**src/hdl/afu_csr_consts.svh**
```systemverilog
/*
 * Constants shared by the CSR block and its testbench.
 * CSR indices are 8-byte word indices, i.e. the MMIO address (in 4-byte
 * units) with its low bit dropped.
 * The SREG read path counts down from SREG_LATENCY, which must be 2 or more.
 */

`ifndef AFU_CSR_CONSTS_SVH
`define AFU_CSR_CONSTS_SVH

// Direct CSR indices
`define CSR_IDX_DFH         3'd0
`define CSR_IDX_ID_L        3'd1
`define CSR_IDX_ID_H        3'd2
`define CSR_IDX_RSVD0       3'd3
`define CSR_IDX_RSVD1       3'd4

// Indirect SREG access window
`define CSR_IDX_SREG_ADDR   3'd5
`define CSR_IDX_SREG_DATA   3'd6

// Highest MMIO address that belongs to this block, in 4-byte units
`define CSR_ADDR_MAX        16'd13

// Device feature header fields
`define DFH_TYPE_AFU        4'h1
`define DFH_NEXT_OFFSET     24'h001000

// Cycles from an SREG read request to the register bank answer
`define SREG_LATENCY        3

`endif
```
**src/hdl/afu_csr_pkg.sv**
```systemverilog
/*
 * Types shared by the CSR block.
 * All types are plain vectors sized to the MMIO port of the host.
 * Only one SREG read may be in flight, which the state enum reflects.
 */

`default_nettype none

package afu_csr_pkg;

    // MMIO address in 4-byte units
    typedef logic [15:0] mmio_addr_t;

    // Host transaction tag, returned with every read response
    typedef logic [8:0] tid_t;

    // One CSR or SREG data word
    typedef logic [63:0] csr_data_t;

    // 8-byte CSR index, address with its low bit dropped
    typedef logic [2:0] csr_index_t;

    // Index into the sixteen system registers
    typedef logic [3:0] sreg_addr_t;

    // Unit identifier, returned in two halves
    typedef logic [127:0] afu_id_t;

    // SREG read pipeline
    // Idle waits for a request, busy counts down the latency and
    // hold presents the word for one cycle
    typedef enum logic [1:0] {
        SREG_IDLE,
        SREG_BUSY,
        SREG_HOLD
    } sreg_state_t;

endpackage

`default_nettype wire

```
**src/hdl/afu_csr_top.sv**
```systemverilog
/*
 * CSR block of the accelerator unit, seen from the host MMIO port.
 * Read and write strobes are single cycle and never high together.
 * Responses cannot be back-pressured; direct reads answer in the same
 * cycle and SREG reads after SREG_LATENCY + 1 cycles or later.
 */

`timescale 1ns/1ps
`default_nettype none

module afu_csr_top
    import afu_csr_pkg::*;
#(
    parameter afu_id_t AFU_ID = '0
)
(
    input  wire logic  clk,
    input  wire logic  reset,
    input  wire logic  mmio_rd_valid,
    input  wire logic  mmio_wr_valid,
    input  mmio_addr_t mmio_addr,
    input  tid_t       mmio_tid,
    input  csr_data_t  mmio_wr_data,
    output logic       rd_rsp_valid,
    output tid_t       rd_rsp_tid,
    output csr_data_t  rd_rsp_data
);

    // Read side to register bank
    logic       sreg_rd_req;
    logic       sreg_rsp_valid;
    csr_data_t  sreg_rsp_data;

    // Write side to register bank
    sreg_addr_t sreg_addr;
    logic       sreg_wr_en;
    csr_data_t  sreg_wr_data;

    afu_csr_rd #(
        .AFU_ID (AFU_ID)
    ) u_rd (
        .clk            (clk),
        .reset          (reset),
        .mmio_rd_valid  (mmio_rd_valid),
        .mmio_addr      (mmio_addr),
        .mmio_tid       (mmio_tid),
        .sreg_rsp_valid (sreg_rsp_valid),
        .sreg_rsp_data  (sreg_rsp_data),
        .sreg_rd_req    (sreg_rd_req),
        .rd_rsp_valid   (rd_rsp_valid),
        .rd_rsp_tid     (rd_rsp_tid),
        .rd_rsp_data    (rd_rsp_data)
    );

    afu_csr_wr u_wr (
        .clk           (clk),
        .reset         (reset),
        .mmio_wr_valid (mmio_wr_valid),
        .mmio_addr     (mmio_addr),
        .mmio_wr_data  (mmio_wr_data),
        .sreg_addr     (sreg_addr),
        .sreg_wr_en    (sreg_wr_en),
        .sreg_wr_data  (sreg_wr_data)
    );

    sreg_file u_sreg (
        .clk            (clk),
        .reset          (reset),
        .sreg_addr      (sreg_addr),
        .sreg_wr_en     (sreg_wr_en),
        .sreg_wr_data   (sreg_wr_data),
        .sreg_rd_req    (sreg_rd_req),
        .sreg_rsp_valid (sreg_rsp_valid),
        .sreg_rsp_data  (sreg_rsp_data)
    );

endmodule

`default_nettype wire

```
**src/hdl/sreg_file.sv**
```systemverilog
/*
 * Bank of sixteen 64-bit system registers.
 * A read request captures the address and the word is presented exactly
 * SREG_LATENCY cycles later for one cycle. Only one read may be in flight.
 * The word is sampled at the end of the countdown, so a write that lands
 * during the countdown is visible in the answer.
 */

`timescale 1ns/1ps
`default_nettype none

`include "afu_csr_consts.svh"

module sreg_file
    import afu_csr_pkg::*;
(
    input  wire logic  clk,
    input  wire logic  reset,
    input  sreg_addr_t sreg_addr,
    input  wire logic  sreg_wr_en,
    input  csr_data_t  sreg_wr_data,
    input  wire logic  sreg_rd_req,
    output logic       sreg_rsp_valid,
    output csr_data_t  sreg_rsp_data
);

    localparam int CNT_W = $clog2(`SREG_LATENCY + 1);

    csr_data_t   regs [16];
    sreg_state_t state;
    logic [CNT_W-1:0] cnt;
    sreg_addr_t  rd_addr;

    // Register writes, cleared on reset
    always_ff @(posedge clk)
    begin
        if (reset)
        begin
            for (int i = 0; i < 16; i++)
            begin
                regs[i] <= '0;
            end
        end
        else if (sreg_wr_en)
        begin
            regs[sreg_addr] <= sreg_wr_data;
        end
    end

    // Countdown FSM
    // The request cycle counts as the first of the latency cycles
    always_ff @(posedge clk)
    begin
        if (reset)
        begin
            state <= SREG_IDLE;
            cnt   <= '0;
        end
        else
        begin
            case (state)
                SREG_IDLE:
                begin
                    if (sreg_rd_req)
                    begin
                        state <= SREG_BUSY;
                        cnt   <= CNT_W'(`SREG_LATENCY - 1);
                    end
                end
                SREG_BUSY:
                begin
                    if (cnt == CNT_W'(1))
                    begin
                        state <= SREG_HOLD;
                    end
                    cnt <= cnt - 1'b1;
                end
                default:
                begin
                    state <= SREG_IDLE;
                end
            endcase
        end
    end

    // Address capture and answer sampling
    always_ff @(posedge clk)
    begin
        if (sreg_rd_req && (state == SREG_IDLE))
        begin
            rd_addr <= sreg_addr;
        end
        if ((state == SREG_BUSY) && (cnt == CNT_W'(1)))
        begin
            sreg_rsp_data <= regs[rd_addr];
        end
    end

    assign sreg_rsp_valid = (state == SREG_HOLD);

    // Host keeps at most one SREG read outstanding
    a_one_read: assert property (
        @(posedge clk) disable iff (reset)
        sreg_rd_req |-> (state == SREG_IDLE)
    ) else $error("SREG read requested while another read is in flight");

endmodule

`default_nettype wire

```
**src/hdl/afu_csr_wr.sv**
```systemverilog
/*
 * MMIO write side of the CSR block.
 * A write to the SREG address CSR takes effect in the next cycle.
 * A write to the SREG data CSR becomes a registered one-cycle strobe, so
 * the host must not write the data CSR in two consecutive cycles.
 * Writes never produce a response.
 */

`timescale 1ns/1ps
`default_nettype none

`include "afu_csr_consts.svh"

module afu_csr_wr
    import afu_csr_pkg::*;
(
    input  wire logic  clk,
    input  wire logic  reset,
    input  wire logic  mmio_wr_valid,
    input  mmio_addr_t mmio_addr,
    input  csr_data_t  mmio_wr_data,
    output sreg_addr_t sreg_addr,
    output logic       sreg_wr_en,
    output csr_data_t  sreg_wr_data
);

    logic       wr_ok;
    csr_index_t csr_idx;

    // Same range check and index decode as the read side
    assign wr_ok   = mmio_wr_valid && (mmio_addr <= `CSR_ADDR_MAX);
    assign csr_idx = mmio_addr[3:1];

    // SREG address latch and write strobe
    always_ff @(posedge clk)
    begin
        if (reset)
        begin
            sreg_addr  <= '0;
            sreg_wr_en <= 1'b0;
        end
        else
        begin
            sreg_wr_en <= wr_ok && (csr_idx == `CSR_IDX_SREG_DATA);
            if (wr_ok && (csr_idx == `CSR_IDX_SREG_ADDR))
            begin
                // Only the low bits address the sixteen registers
                sreg_addr <= sreg_addr_t'(mmio_wr_data[3:0]);
            end
        end
    end

    // Write data travels alongside the strobe
    always_ff @(posedge clk)
    begin
        if (wr_ok && (csr_idx == `CSR_IDX_SREG_DATA))
        begin
            sreg_wr_data <= mmio_wr_data;
        end
    end

    // Back-to-back data writes from the host would stretch the strobe
    a_strobe_pulse: assert property (
        @(posedge clk) disable iff (reset)
        sreg_wr_en |=> !sreg_wr_en
    ) else $error("SREG write strobe lasted more than one cycle");

endmodule

`default_nettype wire

```
**src/hdl/afu_csr_rd.sv**
```systemverilog
/*
 * MMIO read side of the CSR block.
 * Direct CSRs are answered combinationally in the request cycle.
 * An SREG read is forwarded to the register bank and its answer is held
 * until a cycle with no direct read, so direct reads always win.
 * Only one SREG answer can be held; the host must not issue a second
 * SREG read before the first is returned.
 */

`timescale 1ns/1ps
`default_nettype none

`include "afu_csr_consts.svh"

module afu_csr_rd
    import afu_csr_pkg::*;
#(
    parameter afu_id_t AFU_ID = '0
)
(
    input  wire logic clk,
    input  wire logic reset,
    input  wire logic mmio_rd_valid,
    input  mmio_addr_t mmio_addr,
    input  tid_t       mmio_tid,
    input  wire logic  sreg_rsp_valid,
    input  csr_data_t  sreg_rsp_data,
    output logic       sreg_rd_req,
    output logic       rd_rsp_valid,
    output tid_t       rd_rsp_tid,
    output csr_data_t  rd_rsp_data
);

    // Address decode
    logic       addr_ok;
    csr_index_t csr_idx;

    // Direct read answer for this cycle
    logic      direct_rsp;
    csr_data_t direct_data;
    csr_data_t dfh;

    // Held SREG answer and the tag of the read that asked for it
    logic      hold_valid;
    csr_data_t hold_data;
    tid_t      sreg_tid;
    logic      did_sreg_rsp;

    // Upper address bits are covered by the range check, so the index
    // only needs bits 3 to 1
    assign addr_ok = (mmio_addr <= `CSR_ADDR_MAX);
    assign csr_idx = mmio_addr[3:1];

    // Feature type on top, next-feature offset in bits 39 to 16,
    // everything else zero
    assign dfh = {`DFH_TYPE_AFU, 20'h0, `DFH_NEXT_OFFSET, 16'h0};

    always_comb
    begin
        direct_rsp  = 1'b0;
        direct_data = '0;
        sreg_rd_req = 1'b0;

        if (mmio_rd_valid && addr_ok)
        begin
            case (csr_idx)
                `CSR_IDX_DFH:
                begin
                    direct_rsp  = 1'b1;
                    direct_data = dfh;
                end
                `CSR_IDX_ID_L:
                begin
                    direct_rsp  = 1'b1;
                    direct_data = AFU_ID[63:0];
                end
                `CSR_IDX_ID_H:
                begin
                    direct_rsp  = 1'b1;
                    direct_data = AFU_ID[127:64];
                end
                `CSR_IDX_RSVD0, `CSR_IDX_RSVD1, `CSR_IDX_SREG_DATA:
                begin
                    // Reserved words and the write-only data window read zero
                    direct_rsp  = 1'b1;
                    direct_data = '0;
                end
                `CSR_IDX_SREG_ADDR:
                begin
                    // Answer comes back later through the hold register
                    sreg_rd_req = 1'b1;
                end
                default:
                begin
                    // Index 7 is unmapped and gets no response
                    direct_rsp = 1'b0;
                end
            endcase
        end
    end

    // A held SREG answer goes out in any cycle not used by a direct read
    assign did_sreg_rsp = hold_valid && !direct_rsp;

    always_comb
    begin
        rd_rsp_valid = direct_rsp || hold_valid;
        if (direct_rsp)
        begin
            rd_rsp_tid  = mmio_tid;
            rd_rsp_data = direct_data;
        end
        else
        begin
            rd_rsp_tid  = sreg_tid;
            rd_rsp_data = hold_data;
        end
    end

    // Tag of the SREG read, kept until its answer is sent
    always_ff @(posedge clk)
    begin
        if (sreg_rd_req)
        begin
            sreg_tid <= mmio_tid;
        end
    end

    // Hold flag clears once the answer has been sent
    always_ff @(posedge clk)
    begin
        if (reset)
        begin
            hold_valid <= 1'b0;
        end
        else if (did_sreg_rsp)
        begin
            hold_valid <= 1'b0;
        end
        else if (sreg_rsp_valid)
        begin
            hold_valid <= 1'b1;
        end
    end

    always_ff @(posedge clk)
    begin
        if (sreg_rsp_valid)
        begin
            hold_data <= sreg_rsp_data;
        end
    end

    // The bank must not answer again while an earlier answer still waits
    // for a free response slot
    a_no_overrun: assert property (
        @(posedge clk) disable iff (reset)
        sreg_rsp_valid |-> !hold_valid
    ) else $error("SREG answer arrived while another was still held");

endmodule

`default_nettype wire

```
**config.mk**
```make
export PLATFORM = sky130hd
export DESIGN_NAME = afu_csr_top
export DESIGN_NICKNAME = d
export VERILOG_FILES = /design/src/hdl/afu_csr_pkg.sv /design/src/hdl/afu_csr_top.sv /design/src/hdl/sreg_file.sv /design/src/hdl/afu_csr_wr.sv /design/src/hdl/afu_csr_rd.sv
export VERILOG_INCLUDE_DIRS = /design/src /design/src/hdl
export SDC_FILE = /design/constraint.sdc
export NUM_CORES = 1
export LEC_CHECK = 0
export BUFFER_PORTS_ARGS = -buffer_cell sky130_fd_sc_hd__buf_2
export CAP_MARGIN = 5
export CORE_MARGIN = 5
export CORE_UTILIZATION = 66
export CTS_CLUSTER_DIAMETER = 60
export CTS_CLUSTER_SIZE = 40
export DETAILED_ROUTE_END_ITERATION = 8
export PLACE_DENSITY = 0.84
export SLEW_MARGIN = 5
export SYNTH_ARGS = -nofsm -noshare
export SYNTH_HDL_FRONTEND = slang
export SYNTH_HIERARCHICAL = 1
export SYNTH_SLANG_ARGS = --single-unit
export TNS_END_PERCENT = 5
```
**constraint.sdc**
```tcl
create_clock -name clk -period 10.03 [get_ports clk]
set_input_delay 2.006 -clock clk [delete_from_list [all_inputs] [get_ports clk]]
set_output_delay 2.006 -clock clk [all_outputs]
set_load 0.01 [all_outputs]
```
## Word-level counts from Yosys, hierarchy flattened

Memories as Yosys holds them, arrays and structs flattened. A register that Yosys moved wholly into a read port is not among the register bits.
Index checks and enable logic that the tools add are counted.

- Bits in writable memories: 1,024
- Memories kept: 1
- Flip-flop bits (word level): 151

Memory list:

| memory | words | width | read ports | clocked after Yosys merged registers in | write ports | line | source |
|---|---|---|---|---|---|---|---|
| u_sreg.regs | 16 | 64 | 1 | 1 | 16 | sreg_file.sv:29 | `csr_data_t regs [16];` |

- $add $sub $neg: 1
- Mux-type cells: 21
- Order comparisons: 1
- Equal/unequal tests: 11
- Reduce and logical (&&, ||, !) cells: 17

Operators with widths:

| cell | count |
|---|---|
| 64-bit 2-to-1 mux | 3 |
| 64-bit OR reduction | 1 |
| 61-bit 2-to-1 mux | 1 |
| 16-bit by 4-bit <= comparator with 1-bit output (second input constant) | 1 |
| 1-bit 2-to-1 mux | 10 |
| 3-bit equality test (second input constant) | 3 |
| 9-bit 2-to-1 mux | 1 |
| 2-bit case mux with 2 select lines | 2 |
| 1-bit logical AND | 7 |
| 3-bit by 2-bit equality test with 1-bit output (second input constant) | 2 |
| 2-bit 2-to-1 mux | 3 |
| 6-bit OR reduction | 1 |
| 2-bit by 1-bit equality test with 1-bit output (second input constant) | 2 |
| 4-bit 2-to-1 mux | 1 |
| 2-bit by 1-bit != test with 1-bit output (second input constant) | 2 |
| 2-bit AND reduction | 2 |
| 3-bit by 1-bit equality test with 1-bit output (second input constant) | 1 |
| 3-bit logical NOT | 1 |
| 2-bit equality test (second input constant) | 1 |
| 2-bit logical NOT | 1 |
| 2-bit nonzero test | 1 |
| 2-bit OR reduction | 1 |
| 2-bit by 1-bit subtractor with 2-bit output (second input constant) | 1 |
| 1-bit logical NOT | 1 |
| 1-bit logical OR | 1 |

## Longest topological paths before layout

Gate-level depths: netlist of the first run.

- Word-level depth: 7
- Gate-level depth with buffers: 6

## Modules after synthesis

The synthesis of the first run kept the hierarchy.

By module, submodules not included:

| module | cells each | area each (µm²) | instances | seq. area each (µm²) |
|---|---|---|---|---|
| sreg_file | 2,886 | 47,742.0 | 1 | 32,871.5 |
| afu_csr_rd | 169 | 2,955.3 | 1 | 2,212.1 |
| afu_csr_wr | 90 | 2,208.4 | 1 | 2,021.9 |

## Worst setup path before layout of the first run

OpenSTA, ideal clock, no wires.

- Path type: input to output
- From: input mmio_addr[15]
- To: output rd_rsp_tid[0]
- Arrival time: 2.941 ns
- Path slack: 5.083 ns
- Cell stages on the path: 4
- Path through: nor4_4 nand4_2 buf_6 mux2_4

- Cells in the longest elaborated chain, start to end: 4

Ends and longest elaborated chain:

| item | line | source |
|---|---|---|
| start: declaration | afu_csr_top.sv:21 | `input mmio_addr_t mmio_addr,` |
| 16-bit by 4-bit <= comparator with 1-bit output (no source line) | -- |  |
| 1-bit logical AND | afu_csr_rd.sv:64 | `if (mmio_rd_valid && addr_ok)` |
| 1-bit 2-to-1 mux | afu_csr_rd.sv:64 |  |
| 9-bit 2-to-1 mux | afu_csr_rd.sv:108 | `if (direct_rsp)` |
| end: declaration | afu_csr_top.sv:25 | `output tid_t rd_rsp_tid,` |

Every way passes these cells.

## Worst setup path in the final report of the first run

- From: input mmio_addr[14]
- To: output rd_rsp_tid[0]

Same word-level chain as after synthesis.

==> key figures, run 1 <==
Final layout
  • Antenna Cells: 0
  • Fillers: 4,628
  • Final nets: 3,255
  • Design Area, Final: 57,000 sq um
  • Synth-to-layout area growth: 7.80%
  • Ratio of cells with drive above 1 in the final layout: 20.2%

Worst setup path
  • Worst-path fanout max: 75
  • Crit start category: input pin
  • Setup crit end kind: output port
  • Most used cell, CP: buf_2
  • Setup CP Type: in2out
  • CP Buf/Inv Count: 3
  • Max incr delay on CP: 0.41 ns
  • Crit path cell chain: buf_2, nor3_1, nand4_4, buf_4, mux2_4, buf_2
  • CP top delay family: buffers and inverters
  • Worst path slowest cell: nor3_1
  • Critical Path AT: 3.65 ns
  • Data required time of the worst path: 8.02 ns

Die
  • Core footprint: 79,300 sq um
  • Die ar.: 85,900 sq um
  • Std-Cell Rows: 103
  • Die Height: 293 um
  • Io pins: 167
  • Initial core utilization: 66.8%
  • Die W: 293 um

Synthesis
  • Post-synth top area share: 69.8%
  • Synth area leaders: edfxtp_1, and2_1, mux4_2
  • Yosys Warn Count: 6
  • Synthesized instance count: 3,145
  • Sequential area share after synthesis: 70.1%
  • Top FF cell, synth: edfxtp_1
  • #FFs+latches synth: 1,239
  • Largest area contributor in the netlist: edfxtp_1
  • Most frequent cell after synthesis: edfxtp_1
  • Cell area after synthesis: 52,900 sq um
  • Average cell area after synthesis: 16.8 sq um
  • Synth top cells by count: edfxtp_1, and2_1, mux4_2
  • Synth cell types: 40
  • Post-synth EDFFs: 1,229
  • Synth async-reset ratio: 0%
  • Syn nets: 3,239

Timing
  • Final setup TNS: 0 ns
  • RSZ-0062 raised after global routing: no
  • Final setup viols: 0
  • Clk_skew: 0.0363 ns
  • Fin. Hold Viols: 0
  • Final Max Tran Viols: 0
  • Tcrit/Tclk final: 56.4%
  • Slew @ Worst Pin: 1.21 ns
  • Final Critical Period: 5.66 ns
  • Slew margin rel.: 19.1%
  • Max Fclk: 177 MHz

Place
  • Placed Area: 54,400 sq um
  • PortBufs: 165
  • Post-DP HPWL: 63,600 um
  • Placer congestion estimate: 0.746

Clock network
  • Clock root cell: clkbuf_16
  • Clk sinks: 1,239
  • Cts repair resizes: 0
  • H-tree Lvls: 3
  • Clock Path Buffers: 3
  • CTS tree: yes
  • CTS buffer count: 72
  • Clock transition at path regs: 0.10 ns
  • Setup Fix Bufs, Post-CTS: 0
  • Worst-Skew Late Latency: 0.66 ns
  • CTS Hold Bufs: 0

Pwr
  • Pwr dens: 168 nW/um^2
  • Worst VDD drop: 0.000127 V
  • Leakage dissipation: 19.9 nW

Routing
  • WL/cell: 29.9 um
  • WL final: 128,000 um
  • Vias: 28,300
  • DRT iter0 DRCs: 3,935
  • DRC: 0
  • Vias/cell: 6.62
  • TritonRoute pass-1 iters: 5
  • ANT nets after route: 0

Global routing
  • Vias in the first global route: 29,200
  • Largest net degree at the start of global routing: 161
  • Grt total ovfl: 0
  • Total GRT Usage: 29.7%
  • Met3 GRT Util: 6.27%
  • GRT met1 Usage: 39.9%
  • First-pass GRT wire length: 188,000 um
  • Gr busiest metal: met2
  • Grt met2 use: 49.9%
  • Initial antenna violation count: 6

Worst hold path
  • Min-delay worst type: reg2reg

Flow run
  • # Max-Cap Violations: 0

Run status
  • Outcome: finished clean
-- report_power, final --
| group | internal, mW | total (mW) | switching [mW] |
|---|---|---|---|
| logic | 0.0728 | 0.238 | 0.166 |
| clock network | 1.61 | 3.47 | 1.86 |
| registers | 5.82 | 5.87 | 0.0471 |
| total | 7.51 | 9.58 | 2.07 |
-- through the flow --
step | setup WS (ns) | power [mW] | std cells | hold slack, ns | utilization [%]
after floorplan | 5.08 | 6.08 | 3145 | 0.400 | -
final | 4.37 | 9.58 | 4270 | 0.417 | 72.0
after CTS | 4.35 | 9.61 | 4270 | 0.426 | 72.0
after global routing | 4.22 | 9.84 | 4270 | 0.432 | 72.0
after detailed placement | 4.35 | 6.22 | 4137 | 0.405 | 68.6
after global placement | 4.43 | 6.20 | 4137 | 0.402 | 68.6
-- kinds of logic (layout without fill, tap and decap cells) --
| kind of cell | after synthesis | after routing | share of synthesized area [%] |
|---|---|---|---|
| DFF | 1239 | 1239 | 70.1 |
| and+or+nand+nor | 1227 | 1227 | 14.3 |
| buffers and inverters | 273 | 348 | 2.37 |
| muxes | 270 | 270 | 11.2 |
| AOI/OAI and AO/OA | 135 | 135 | 1.92 |
| adders and majority gates | 1 | 1 | 0.0236 |
-- final timing paths --
kind                                          startpoint                       end  slack (ns)  cells past startpoint
worst max-delay path                       mmio_addr[14]             rd_rsp_tid[0]        4.37                      6
worst min register to register  u_sreg/sreg_rsp_data[40]        u_rd/hold_data[40]        0.42                      0
worst min-delay path            u_sreg/sreg_rsp_data[40]        u_rd/hold_data[40]        0.42                      0
worst max register to register         u_sreg/rd_addr[0]  u_sreg/sreg_rsp_data[46]        6.05                      6
-- routing by layer --
metal	part of all wire (%)	wire, um
met5	0.023	29
met4	3.9	4960
met3	11	14000
met2	50	64000
met1	35	44800
-- placed cells by master (no fill, tap or decap), types with 2 or more instances in the layout --
cell type and count:
edfxtp_1 1229, and2_1 1086, mux4_2 256, buf_2 165, a22oi_1 128, clkbuf_16 76
nand2_1 66, buf_4 46, or2_4 16, nand2b_1 13, nor2_4 13, inv_6 11
dfxtp_1 10, mux2_4 9, inv_16 8, clkinv_8 7, inv_8 7, clkinv_1 6
clkinv_4 5, mux2i_1 5, bufinv_16 4, inv_12 4, nor2b_4 3, nor3_2 3
nor2b_1 3, clkinvlp_4 2, nor3_1 2, a211oi_1 2, o2bb2ai_1 2, nor2_1 2
inv_1 2, nand4bb_1 2, buf_12 2, nor4b_2 2, nor4b_1 2
-- registers in the layout (all words and copies together), names as in the netlist --
name / flops
u_rd/hold_valid: 1
u_sreg/state: 2
u_wr/sreg_addr: 4
u_sreg/regs: 1024
u_sreg/sreg_rsp_data: 64
u_rd/hold_data: 64
u_sreg/cnt: 2
u_wr/sreg_wr_data: 64
u_wr/sreg_wr_en: 1
u_sreg/rd_addr: 4
u_rd/sreg_tid: 9
-- layout make-up --
cell class,count,area [sq um],share of cell area [%]
repair buffers,213,1210,2.12
well taps,1050,1310,2.30
flip-flops and latches,1239,37100,65.1
clock buffers,77,1910,3.34
inverters,2,7.51,0.0132
multi-input cells,1633,14700,25.8
clock inverters,56,751,1.32
(Power assumes the default switching activity.)
==> run 2: changes to the inputs <==
--- a/config.mk
+++ b/config.mk
@@ -9,11 +9,11 @@
 export BUFFER_PORTS_ARGS = -buffer_cell sky130_fd_sc_hd__buf_2
 export CAP_MARGIN = 5
 export CORE_MARGIN = 5
-export CORE_UTILIZATION = 66
+export CORE_UTILIZATION = 62
 export CTS_CLUSTER_DIAMETER = 60
 export CTS_CLUSTER_SIZE = 40
 export DETAILED_ROUTE_END_ITERATION = 8
-export PLACE_DENSITY = 0.84
+export PLACE_DENSITY = 0.8
 export SLEW_MARGIN = 5
 export SYNTH_ARGS = -nofsm -noshare
 export SYNTH_HDL_FRONTEND = slang
==> constraint.sdc (replaced) <==
create_clock -name clk -period 5.4 [get_ports clk]
set_input_delay 1.08 -clock clk [delete_from_list [all_inputs] [get_ports clk]]
set_output_delay 1.08 -clock clk [all_outputs]
set_load 0.01 [all_outputs]
==> run 2 against run 1 <==
Compared with the run above: cell area rose by 1.3%; cell count grew 3.0%; clock skew increased by 0.0011 ns; flip-flop and latch count stayed put; global-route usage shrank 0.65 points; sequential share of layout area down 0.84 points; first-iteration DRC count is 0.38% lower; die area grew 6.2%; count of clock-buffer cells in the layout grew 6; critical path type unchanged; highest routed layer unchanged.
==> key figures, run 2 (synthesis gave the netlist of run 1 again) <==
Clock network
  • Clock transition at path regs: 0.09 ns
  • CTS Hold Bufs: 0
  • Clock Path Buffers: 3
  • H-tree Lvls: 3
  • CTS buffer count: 79
  • Setup Fix Bufs, Post-CTS: 0
  • Worst-Skew Late Latency: 0.68 ns
  • Clk sinks: 1,239
  • Cts repair resizes: 0
  • Clock root cell: clkbuf_16
  • CTS tree: yes

Final layout
  • Max FFs per register: 1,024
  • Leading cell type in the layout, fill and taps excluded: edfxtp_1
  • Synth-to-layout area growth: 9.21%
  • Final design utilization: 68.1%
  • Ratio of cells with drive above 1 in the final layout: 21.1%
  • Final nets: 3,281
  • Top reg by flops: u_sreg/regs
  • Commonest cells after routing, fill and taps aside: edfxtp_1, and2_1, mux4_2, buf_2, a22oi_1

Routing
  • Vias/cell: 6.50
  • WL/cell: 29.9 um
  • ANT nets after route: 0
  • TritonRoute pass-1 iters: 5
  • Vias: 28,600
  • WL final: 131,000 um
  • DRC: 0
  • DRT iter0 DRCs: 3,920

Global routing
  • Grt total ovfl: 0
  • Largest net degree at the start of global routing: 87
  • Grt met2 use: 48.6%
  • Gr busiest metal: met2
  • Total GRT Usage: 29.1%
  • GRT met1 Usage: 40.3%
  • Initial antenna violation count: 2
  • First-pass GRT wire length: 192,000 um
  • Met3 GRT Util: 5.07%
  • Vias in the first global route: 29,300

Pwr
  • Pwr dens: 315 nW/um^2
  • Worst VDD drop: 0.000222 V
  • Psw: 4.13 mW
  • Logic pwr share: 2.6%
  • Leakage dissipation: 20.2 nW
  • Sw frac: 22.7%
  • Flop pwr share: 59.9%
  • Pint: 14.1 mW
  • Clock power frac: 37.5%

Worst setup path
  • Setup CP Type: in2out
  • End of the worst register-to-register path: u_sreg/sreg_rsp_data[33]
  • Flop-to-flop setup slack: 2.43 ns
  • Crit start category: input pin
  • Worst-path fanout max: 31
  • Setup crit end kind: output port
  • Data required time of the worst path: 4.32 ns
  • Critical Path AT: 2.87 ns
  • RR Startpoint: u_sreg/rd_addr[0]
  • Cell count of the worst reg-to-reg path: 4

Die
  • Core footprint: 84,900 sq um
  • Io pins: 167
  • Die W: 302 um
  • Die ar.: 91,300 sq um
  • Std-Cell Rows: 107
  • Die Height: 302 um
  • Initial core utilization: 62.3%

Timing
  • Final setup viols: 0
  • Final setup margin: 1.45 ns
  • Slew @ Worst Pin: 1.17 ns
  • Slew margin rel.: 22.1%
  • Final Max Tran Viols: 0
  • Final setup TNS: 0 ns
  • Tcrit/Tclk final: 73.1%
  • Max Fclk: 253 MHz
  • Clk_skew: 0.0374 ns
  • Final hold slack: 0.424 ns
  • Final Critical Period: 3.95 ns
  • Fin. Hold Viols: 0
  • RSZ-0062 raised after global routing: no

Place
  • PortBufs: 165
  • Placer congestion estimate: 0.773
  • DP Worst Slack: 1.43 ns
  • Post-DP HPWL: 67,700 um

Worst hold path
  • Min-delay worst type: reg2reg
  • Source of the worst hold timing path: u_sreg/sreg_rsp_data[27]
  • Hold Path Depth: 0
  • Hold endpoint: u_rd/hold_data[27]

Run status
  • Outcome: finished clean

Flow run
  • # Max-Cap Violations: 0
## run 2: changes by cell type in the layout (fill, tap and decap cells not counted), sizes merged
cell / change
clkinvlp: -1
buf: +19
clkbuf: +6
clkinv: +8
bufinv: -3
inv: +5
diode: +1
## run 2: final cells by class
| cell class | instances | area [sq um] |
|---|---|---|
| well taps | 1144 | 1430 |
| inverters | 2 | 7.51 |
| clock inverters | 65 | 937 |
| repair buffers | 232 | 1540 |
| multi-input cells | 1633 | 14700 |
| fillers | 5394 | 27100 |
| flip-flops and latches | 1239 | 37100 |
| clock buffers | 83 | 2010 |
| diodes | 1 | 2.50 |
## run 2: worst max path at each step
stage	slack, ns	depth (start not counted)	from	to
after floorplan	1.67	1	u_sreg/state[1]	u_rd/hold_data[0]
after global placement	1.47	6	mmio_addr[14]	rd_rsp_data[39]
after detailed placement	1.43	6	mmio_addr[14]	rd_rsp_data[30]
after CTS	1.43	6	mmio_addr[14]	rd_rsp_data[30]
after global routing	1.30	6	mmio_addr[14]	rd_rsp_data[30]
final	1.45	6	mmio_addr[14]	rd_rsp_data[30]
## run 2: metal layers
metal | up-vias | part of all wire, %
li1 | 11700 | -
met1 | 14600 | 35
met2 | 2004 | 50
met3 | 304 | 12
met4 | 2 | 3.3
met5 | - | 0.0091
## run 2: through the flow
stage,cell area [sq um],power (mW),instances
global placement,54800,11.5,4250
floorplan,52900,11.3,3145
finish,57800,18.2,4399
global route,57800,18.7,4398
CTS,57800,18.3,4398
detailed placement,54800,11.6,4250
## run 2: worst max-delay path, stage by stage
cell and delay (ns):
buf_2 0.11, nor3_1 0.39, nand4_4 0.49, buf_4 0.40, and2_1 0.21, buf_2 0.14
## run 2: power by group through the flow
stage | combinational, mW | clock, mW | sequential [mW]
floorplan | 0.224 | 0 | 11.1
global placement | 0.451 | 0 | 11.1
detailed placement | 0.461 | 0 | 11.1
CTS | 0.463 | 6.91 | 10.9
global route | 0.478 | 7.31 | 10.9
finish | 0.466 | 6.83 | 10.9
